**config.mk**
```make
export PLATFORM = sky130hd
export DESIGN_NAME = dss_synthesis
export DESIGN_NICKNAME = d
export VERILOG_FILES = /design/src/rtl/dss_pkg.sv /design/src/rtl/cplx_if.sv /design/src/rtl/dss_synthesis.sv /design/src/rtl/resize_data.sv /design/src/rtl/complex_mult.sv /design/src/rtl/coeff_ram.sv /design/src/rtl/delay_line.sv
export SDC_FILE = /design/constraint.sdc
export NUM_CORES = 2
export LEC_CHECK = 0
export BUFFER_PORTS_ARGS = -buffer_cell sky130_fd_sc_hd__buf_2
export CAP_MARGIN = 40
export CELL_PAD_IN_SITES_DETAIL_PLACEMENT = 2
export CELL_PAD_IN_SITES_GLOBAL_PLACEMENT = 2
export CORE_MARGIN = 2
export CORE_UTILIZATION = 40
export CTS_CLUSTER_DIAMETER = 30
export CTS_CLUSTER_SIZE = 28
export DETAILED_ROUTE_END_ITERATION = 16
export PLACE_DENSITY = 0.79
export SYNTH_ARGS = -nofsm -noshare
export SYNTH_HDL_FRONTEND = slang
export SYNTH_SLANG_ARGS = --single-unit
```
**constraint.sdc**
```tcl
create_clock -name clk -period 7 [get_ports clk]
set_input_delay 0.35 -clock clk [delete_from_list [all_inputs] [get_ports clk]]
set_output_delay 0.35 -clock clk [all_outputs]
set_load 0.02 [all_outputs]
```
**src/rtl/dss_pkg.sv**
```systemverilog
`default_nettype none

package dss_pkg;

    // coefficient read, address in to coefficient out
    localparam int READ_LATENCY = 1;

    // operand register, partial products, sum and difference
    localparam int MULT_LATENCY = 3;

    // shift, floor and saturate in one registered stage
    localparam int RESIZE_LATENCY = 1;

    // sample in to weighted sample out
    localparam int PIPE_LATENCY = READ_LATENCY + MULT_LATENCY + RESIZE_LATENCY;

    // input samples, Q1.15
    localparam int default_din_width = 16;
    localparam int default_din_point = 15;

    // coefficients, Q2.14 so that unity gain fits
    localparam int default_coeff_width = 16;
    localparam int default_coeff_point = 14;

    // weighted output, Q1.15
    localparam int default_dout_width = 16;
    localparam int default_dout_point = 15;

endpackage

`default_nettype wire
```
**src/rtl/cplx_if.sv**
```systemverilog
`default_nettype none

interface cplx_if #(
    parameter int WIDTH = 16
) ();

    logic signed [WIDTH-1:0] re;
    logic signed [WIDTH-1:0] im;
    logic                    valid;
    // first bin of a vector
    logic                    sync;

    modport src (
        output re,
        output im,
        output valid,
        output sync
    );

    modport dst (
        input re,
        input im,
        input valid,
        input sync
    );

endinterface

`default_nettype wire

```
**src/rtl/dss_synthesis.sv**
```systemverilog
`default_nettype none

module dss_synthesis #(
    parameter int DIN_WIDTH   = dss_pkg::default_din_width,
    parameter int DIN_POINT   = dss_pkg::default_din_point,
    parameter int COEFF_WIDTH = dss_pkg::default_coeff_width,
    parameter int COEFF_POINT = dss_pkg::default_coeff_point,
    parameter int VECTOR_LEN  = 16,
    parameter int SHIFT       = 0,
    parameter int DOUT_WIDTH  = dss_pkg::default_dout_width,
    parameter int DOUT_POINT  = dss_pkg::default_dout_point
) (
    input  wire                               clk,
    input  wire                               cnt_rst,

    input  wire                               sync_in,
    input  wire signed [DIN_WIDTH-1:0]        din_re,
    input  wire signed [DIN_WIDTH-1:0]        din_im,

    input  wire                               coeff_we,
    input  wire        [$clog2(VECTOR_LEN)-1:0] coeff_waddr,
    input  wire signed [COEFF_WIDTH-1:0]      coeff_wdata_re,
    input  wire signed [COEFF_WIDTH-1:0]      coeff_wdata_im,

    output logic signed [DOUT_WIDTH-1:0]      dout_re,
    output logic signed [DOUT_WIDTH-1:0]      dout_im,
    output logic                              dout_valid,
    output logic                              sync_out,
    output logic                              cast_warning
);

    import dss_pkg::*;

    localparam int ADDR_WIDTH = $clog2(VECTOR_LEN);
    localparam int PROD_WIDTH = DIN_WIDTH + COEFF_WIDTH + 1;
    localparam int PROD_POINT = DIN_POINT + COEFF_POINT;

    typedef struct packed {
        logic signed [DIN_WIDTH-1:0] re;
        logic signed [DIN_WIDTH-1:0] im;
    } sample_t;

    logic [ADDR_WIDTH-1:0] bin_cnt;
    logic [ADDR_WIDTH-1:0] bin_idx;

    logic signed [COEFF_WIDTH-1:0] coeff_re;
    logic signed [COEFF_WIDTH-1:0] coeff_im;

    sample_t sample_in;
    sample_t sample_d;
    logic    sync_d;
    logic    run_lvl;

    cplx_if #(.WIDTH(DIN_WIDTH))  mult_in ();
    cplx_if #(.WIDTH(PROD_WIDTH)) prod ();

    // bin of the sample on the input this cycle, sync forces bin 0
    assign bin_idx = sync_in ? '0 : bin_cnt;

    always_ff @(posedge clk) begin
        if (cnt_rst) begin
            bin_cnt <= '0;
        end else begin
            bin_cnt <= bin_idx + 1'b1;
        end
    end

    coeff_ram #(
        .VECTOR_LEN  (VECTOR_LEN),
        .COEFF_WIDTH (COEFF_WIDTH)
    ) coeff_mem (
        .clk      (clk),
        .we       (coeff_we),
        .waddr    (coeff_waddr),
        .wdata_re (coeff_wdata_re),
        .wdata_im (coeff_wdata_im),
        .raddr    (bin_idx),
        .rdata_re (coeff_re),
        .rdata_im (coeff_im)
    );

    // hold the sample until its coefficient is out of the memory
    assign sample_in = {din_re, din_im};

    delay_line #(
        .payload_t (sample_t),
        .DEPTH     (READ_LATENCY)
    ) sample_dly (
        .clk  (clk),
        .din  (sample_in),
        .dout (sample_d)
    );

    delay_line #(
        .payload_t (logic),
        .DEPTH     (READ_LATENCY)
    ) sync_dly (
        .clk  (clk),
        .din  (sync_in),
        .dout (sync_d)
    );

    always_ff @(posedge clk) begin
        if (cnt_rst) begin
            run_lvl <= 1'b0;
        end else if (sync_d) begin
            run_lvl <= 1'b1;
        end
    end

    // valid already on the first aligned sync
    assign mult_in.re    = sample_d.re;
    assign mult_in.im    = sample_d.im;
    assign mult_in.sync  = sync_d;
    assign mult_in.valid = run_lvl | sync_d;

    complex_mult #(
        .DIN_WIDTH   (DIN_WIDTH),
        .COEFF_WIDTH (COEFF_WIDTH)
    ) mult (
        .clk      (clk),
        .cnt_rst  (cnt_rst),
        .a        (mult_in),
        .coeff_re (coeff_re),
        .coeff_im (coeff_im),
        .p        (prod)
    );

    resize_data #(
        .DIN_WIDTH  (PROD_WIDTH),
        .DIN_POINT  (PROD_POINT),
        .SHIFT      (SHIFT),
        .DOUT_WIDTH (DOUT_WIDTH),
        .DOUT_POINT (DOUT_POINT)
    ) resize (
        .clk        (clk),
        .cnt_rst    (cnt_rst),
        .d          (prod),
        .dout_re    (dout_re),
        .dout_im    (dout_im),
        .dout_valid (dout_valid),
        .sync_out   (sync_out),
        .warning    (cast_warning)
    );

endmodule

`default_nettype wire

```
**src/rtl/resize_data.sv**
```systemverilog
`default_nettype none

module resize_data #(
    parameter int DIN_WIDTH  = 33,
    parameter int DIN_POINT  = 29,
    parameter int SHIFT      = 0,
    parameter int DOUT_WIDTH = 16,
    parameter int DOUT_POINT = 15
) (
    input  wire                          clk,
    input  wire                          cnt_rst,
    cplx_if.dst                          d,
    output logic signed [DOUT_WIDTH-1:0] dout_re,
    output logic signed [DOUT_WIDTH-1:0] dout_im,
    output logic                         dout_valid,
    output logic                         sync_out,
    output logic                         warning
);

    import dss_pkg::*;

    // net right shift once SHIFT and the point move are combined
    localparam int RSH       = DIN_POINT - DOUT_POINT - SHIFT;
    localparam int LSH       = (RSH < 0) ? -RSH : 0;
    localparam int DROP      = (RSH > 0) ? RSH : 0;
    localparam int EXT_WIDTH = DIN_WIDTH + LSH;
    localparam int CMP_WIDTH = ((EXT_WIDTH > DOUT_WIDTH) ? EXT_WIDTH : DOUT_WIDTH) + 1;

    localparam logic signed [CMP_WIDTH-1:0] SAT_MAX =
        {{(CMP_WIDTH-DOUT_WIDTH+1){1'b0}}, {(DOUT_WIDTH-1){1'b1}}};
    localparam logic signed [CMP_WIDTH-1:0] SAT_MIN =
        {{(CMP_WIDTH-DOUT_WIDTH+1){1'b1}}, {(DOUT_WIDTH-1){1'b0}}};

    typedef struct packed {
        logic                         sat;
        logic signed [DOUT_WIDTH-1:0] val;
    } cast_t;

    typedef struct packed {
        logic signed [DOUT_WIDTH-1:0] re;
        logic signed [DOUT_WIDTH-1:0] im;
    } out_pair_t;

    function automatic cast_t cast_part(input logic signed [DIN_WIDTH-1:0] x);
        logic signed [EXT_WIDTH-1:0] w;
        logic signed [CMP_WIDTH-1:0] c;
        cast_t                       r;
        w = x;
        w = w <<< LSH;
        // arithmetic shift floors toward minus infinity
        w = w >>> DROP;
        c = w;
        if (c > SAT_MAX) begin
            r.sat = 1'b1;
            r.val = SAT_MAX[DOUT_WIDTH-1:0];
        end else if (c < SAT_MIN) begin
            r.sat = 1'b1;
            r.val = SAT_MIN[DOUT_WIDTH-1:0];
        end else begin
            r.sat = 1'b0;
            r.val = c[DOUT_WIDTH-1:0];
        end
        return r;
    endfunction

    cast_t     re_c;
    cast_t     im_c;
    out_pair_t pair_c;
    out_pair_t pair_q;

    logic [RESIZE_LATENCY-1:0] vld_sr;
    logic [RESIZE_LATENCY-1:0] sync_sr;
    logic [RESIZE_LATENCY-1:0] warn_sr;

    assign re_c   = cast_part(d.re);
    assign im_c   = cast_part(d.im);
    assign pair_c = {re_c.val, im_c.val};

    delay_line #(
        .payload_t (out_pair_t),
        .DEPTH     (RESIZE_LATENCY)
    ) out_dly (
        .clk  (clk),
        .din  (pair_c),
        .dout (pair_q)
    );

    always_ff @(posedge clk) begin
        if (cnt_rst) begin
            vld_sr  <= '0;
            sync_sr <= '0;
            warn_sr <= '0;
        end else begin
            vld_sr[0]  <= d.valid;
            sync_sr[0] <= d.sync;
            // only a valid sample can raise the flag
            warn_sr[0] <= d.valid & (re_c.sat | im_c.sat);
            for (int i = 1; i < RESIZE_LATENCY; i++) begin
                vld_sr[i]  <= vld_sr[i-1];
                sync_sr[i] <= sync_sr[i-1];
                warn_sr[i] <= warn_sr[i-1];
            end
        end
    end

    assign dout_re    = pair_q.re;
    assign dout_im    = pair_q.im;
    assign dout_valid = vld_sr[RESIZE_LATENCY-1];
    assign sync_out   = sync_sr[RESIZE_LATENCY-1];
    assign warning    = warn_sr[RESIZE_LATENCY-1];

endmodule

`default_nettype wire

```
**src/rtl/complex_mult.sv**
```systemverilog
`default_nettype none

module complex_mult #(
    parameter int DIN_WIDTH   = 16,
    parameter int COEFF_WIDTH = 16
) (
    input  wire                          clk,
    input  wire                          cnt_rst,
    cplx_if.dst                          a,
    input  wire signed [COEFF_WIDTH-1:0] coeff_re,
    input  wire signed [COEFF_WIDTH-1:0] coeff_im,
    cplx_if.src                          p
);

    import dss_pkg::*;

    localparam int PROD_WIDTH = DIN_WIDTH + COEFF_WIDTH;

    logic signed [DIN_WIDTH-1:0]   a_re_q;
    logic signed [DIN_WIDTH-1:0]   a_im_q;
    logic signed [COEFF_WIDTH-1:0] c_re_q;
    logic signed [COEFF_WIDTH-1:0] c_im_q;

    logic signed [PROD_WIDTH-1:0] rr_q;
    logic signed [PROD_WIDTH-1:0] ii_q;
    logic signed [PROD_WIDTH-1:0] ri_q;
    logic signed [PROD_WIDTH-1:0] ir_q;

    // one guard bit for the sum and difference
    logic signed [PROD_WIDTH:0] re_q;
    logic signed [PROD_WIDTH:0] im_q;

    logic [MULT_LATENCY-1:0] vld_sr;
    logic [MULT_LATENCY-1:0] sync_sr;

    always_ff @(posedge clk) begin
        a_re_q <= a.re;
        a_im_q <= a.im;
        c_re_q <= coeff_re;
        c_im_q <= coeff_im;

        rr_q <= a_re_q * c_re_q;
        ii_q <= a_im_q * c_im_q;
        ri_q <= a_re_q * c_im_q;
        ir_q <= a_im_q * c_re_q;

        // (a + jb)(c + jd) = (ac - bd) + j(ad + bc)
        re_q <= rr_q - ii_q;
        im_q <= ri_q + ir_q;
    end

    // valid and sync follow the data stages
    always_ff @(posedge clk) begin
        if (cnt_rst) begin
            vld_sr  <= '0;
            sync_sr <= '0;
        end else begin
            vld_sr[0]  <= a.valid;
            sync_sr[0] <= a.sync;
            for (int i = 1; i < MULT_LATENCY; i++) begin
                vld_sr[i]  <= vld_sr[i-1];
                sync_sr[i] <= sync_sr[i-1];
            end
        end
    end

    assign p.re    = re_q;
    assign p.im    = im_q;
    assign p.valid = vld_sr[MULT_LATENCY-1];
    assign p.sync  = sync_sr[MULT_LATENCY-1];

endmodule

`default_nettype wire

```
**src/rtl/coeff_ram.sv**
```systemverilog
`default_nettype none

module coeff_ram #(
    parameter int VECTOR_LEN  = 16,
    parameter int COEFF_WIDTH = 16
) (
    input  wire                               clk,
    input  wire                               we,
    input  wire        [$clog2(VECTOR_LEN)-1:0] waddr,
    input  wire signed [COEFF_WIDTH-1:0]      wdata_re,
    input  wire signed [COEFF_WIDTH-1:0]      wdata_im,
    input  wire        [$clog2(VECTOR_LEN)-1:0] raddr,
    output logic signed [COEFF_WIDTH-1:0]     rdata_re,
    output logic signed [COEFF_WIDTH-1:0]     rdata_im
);

    logic signed [COEFF_WIDTH-1:0] mem_re [VECTOR_LEN];
    logic signed [COEFF_WIDTH-1:0] mem_im [VECTOR_LEN];

    // all bins start with a zero weight
    initial begin
        for (int i = 0; i < VECTOR_LEN; i++) begin
            mem_re[i] = '0;
            mem_im[i] = '0;
        end
    end

    always @(posedge clk) begin
        if (we) begin
            mem_re[waddr] <= wdata_re;
            mem_im[waddr] <= wdata_im;
        end
    end

    // read during write on one address gives the old word
    always_ff @(posedge clk) begin
        rdata_re <= mem_re[raddr];
        rdata_im <= mem_im[raddr];
    end

endmodule

`default_nettype wire

```
**src/rtl/delay_line.sv**
```systemverilog
`default_nettype none

module delay_line #(
    parameter type payload_t = logic,
    parameter int  DEPTH     = 1
) (
    input  wire      clk,
    input  wire      payload_t din,
    output payload_t dout
);

    payload_t stage [DEPTH];

    always_ff @(posedge clk) begin
        stage[0] <= din;
        for (int i = 1; i < DEPTH; i++) begin
            stage[i] <= stage[i-1];
        end
    end

    assign dout = stage[DEPTH-1];

endmodule

`default_nettype wire

```
==> flow_summary.toml <==
[cells_and_area]
drive_above_1_share_pct = 12.1
final_cell_mix = "inv_1, fa_1, nand2_1, edfxtp_1, and2_1"
final_common_cell = "inv_1"
stdcell_area_um2 = 81200
final_nets = 8055
area_growth_pct = 17.9

[setup_path]
reg2reg_slack_ns = 0.02
r2r-end = "mult.ir_q[29]$_DFF_P_"
end_kind = "flop"
slowest_delay_ns = 0.56
worst_ep_required_time_ns = 7.76
path_cells = "buf_12, buf_6, and2_1, fa_1, inv_1, fa_1, fa_1, inv_1, fa_1, fa_1, inv_1, fa_1, inv_1, ha_2, nand3_1, a21o_1, o31ai_1, buf_4, a31oi_1, o311ai_2, o21ai_2, o21ai_1, xnor2_1"
worstSetupPathType = "flop to flop"
cp_top_family = "adder cells"
slowest_stage = "fa_1"
path_buf_inv = 7
startpoint_type = "flop"
worstPathMaxFanout = 17
path_common_cell = "fa_1"
cp.arrival_ns = 7.74
r2r_start = "mult.c_re_q[6]$_DFF_P_"
worst_r2r_path_depth = 23

[place]
pre_cts_slack_ns = 0.183
gp_congestion = 0.836
place_area_um2 = 73100
dp_hpwl_mm = 170
port_buffers = 106

[sta]
fin_ws_ns = 0.0198
setup_violations = 0
slew_headroom_pct = 32.3
fin_crit_ns = 6.98
max_freq_mhz = 143
final-max-slew-violation-count = 0
fin_skew_ns = 0.117
worstMarginPinSlew_ns = 1.01
min_period_over_period_pct = 99.7
hold_slack_ns = 0.138
hold_violations = 0

[synthesis]
synthAdderAreaFrac_pct = 37.6
synth_top_flop_cell = "edfxtp_1"
yosysWarnings = 0
synth_top_cell_area_share_pct = 30.5
synth_area_um2 = 68800
synth-edff-count = 512
synth_xor_area_share_pct = 2.20
synth.area.mux_share_pct = 3.04
syn-num-nets = 7794
yosysSeqAreaShare_pct = 32.3
yosysUniqueCellTypes = 67
synth-simple-area-share_pct = 9.71
yosys-top-cells-area = "fa_1, edfxtp_1, dfxtp_1"
synth_compound_area_share_pct = 6.89
synthArstFlopShare_pct = 0
synth.avg_cell_area_um2 = 11.0
synth_top_family_by_area = "adder cells"
syn-instance-count = 6283
synth_top_area_cell = "fa_1"
synth_seq_cells = 853

[clocking]
cts_sinks = 853
cts_tree = "yes"
clock_path_buffers = 3
cts-root-buf = "clkbuf_16"
htreeDepth = 4
path_clk_slew_ns = 0.06
clkLatencyLatePin_ns = 0.92
numCtsBuffers = 201

[floorplan]
dieArea_um2 = 175000
num_rows = 152
core-area_um2 = 171000
num_io_pins = 107
initial_core_util_pct = 40.2
die_w_um = 419
chipHeight_um = 419

[status]
outcome = "finished, final reports clean"

[routing]
drcViolationCount = 0
drt_wl_total_mm = 275
drtIter0Drc = 3463
firstDrtPassIters = 5
post_drt_wl_per_cell_um = 30.4
via_per_inst = 5.54
postRouteAntennaNets = 0
via_count = 50055

[min_path]
hold_path_depth = 2
min_path_type = "primary input to flop"
hp-start = "din_im[10]"
hold_end = "sample_dly.stage[0][10]$_DFF_P_"

[grt]
overflow = 0
grt_max_degree = 65
grt_pass1_wl_mm = 409
grt_pass1_vias = 60031
grt_antenna_before_repair = 26
grt.total_usage_pct = 31.9

[flow_run]
maxCapViolCount = 0
[layout make-up]
class	instances	area, µm²
Fill cell	16918	90200
Multi-Input combinational cell	3907	41100
Sequential cell	853	22200
Clock buffer	240	5400
Inverter	1240	4650
Timing Repair Buffer	341	2930
Tap cell	2310	2890
Clock inverter	143	1980
Antenna cell	8	20.0
[per-layer routing]
layer	GRT usage, %	up-vias	share of wire, %
met5	0	-	0.044
met4	17.7	14	6.0
met3	5.83	943	5.8
met2	57.2	2232	52
met1	35.7	26488	36
li1	-	20378	-
[state kept, by name (all words and copies together), names as in the netlist, 19 cells and up]
register and flops:
coeff_mem.mem_im 256, coeff_mem.mem_re 256, mult.ii_q 32, mult.ir_q 32, mult.ri_q 32, mult.rr_q 32
resize.out_dly.stage 32, sample_dly.stage 32, mult.p.im 19, mult.p.re 19
[cells in the mapped netlist, drive strengths merged, types with 3 or more instances]
cell	count
inv	1240
fa	1048
nand2	565
edfxtp	512
and2	486
ha	391
dfxtp	341
clkbuf	263
a21oi	256
o21ai	176
nor2	132
xnor2	129
mux2	128
a21o	90
mux2i	65
xor2	44
nand2b	39
a221oi	37
a22oi	32
a32o	32
nand3	31
nor3	30
nor2b	24
o21bai	24
buf	20
o21a	19
nand4	18
a211oi	15
a31oi	12
and3	10
o211ai	8
o31ai	7
o31a	6
and4	5
nand3b	5
o311ai	5
a2111oi	4
a31o	3
nor4	3
o2111ai	3
[timing repair]
| action | in CTS | in global routing |
|---|---|---|
| endpoints found under the hold margin | 557 | 0 |
| hold buffers | 65 | 0 |
| setup buffers | 0 | 0 |
| endpoints found under the setup margin | 3 | 18 |
| resized for setup | 2 | 24 |
| pin swaps | 0 | 0 |
[cell families (layout without fill, tap and decap cells)]
group,Yosys count,after routing
XOR/XNOR,173,173
AO/OA/AOI/OAI,747,747
AND/OR/NAND/NOR,1355,1355
flip-flops,853,853
multiplexers,193,193
other,0,8
adder cells (fa/ha/maj),1439,1439
buffers and inverters,1523,1964
[worst max path at each step]
stage	cells after the start	slack, ns	to	from
3_3_place_gp	19	0.35	mult.ri_q[30]$_DFF_P_	mult.a_re_q[1]$_DFF_P_
5_1_grt	23	-0.05	mult.ir_q[31]$_DFF_P_	mult.c_re_q[6]$_DFF_P_
6_report	23	0.02	mult.ir_q[29]$_DFF_P_	mult.c_re_q[6]$_DFF_P_
3_5_place_dp	22	0.18	mult.ii_q[22]$_DFF_P_	mult.c_im_q[2]$_DFF_P_
4_1_cts	23	0.02	mult.ii_q[22]$_DFF_P_	mult.c_im_q[4]$_DFF_P_
2_1_floorplan	19	1.00	mult.ri_q[30]$_DFF_P_	mult.a_re_q[15]$_DFF_P_
[metrics by stage]
| step | setup TNS [ns] | cells | util, % |
|---|---|---|---|
| CTS | 0 | 9033 | 47.3 |
| detailed placement | 0 | 8585 | 42.6 |
| floorplan | 0 | 6283 | - |
| finish | 0 | 9042 | 47.4 |
| global placement | 0 | 8578 | 42.6 |
| global route | -0.153 | 9037 | 47.4 |
Power is left out: the tool's default activity adds up to more than one toggle a clock period on the data nets, which glitch-free logic cannot reach.
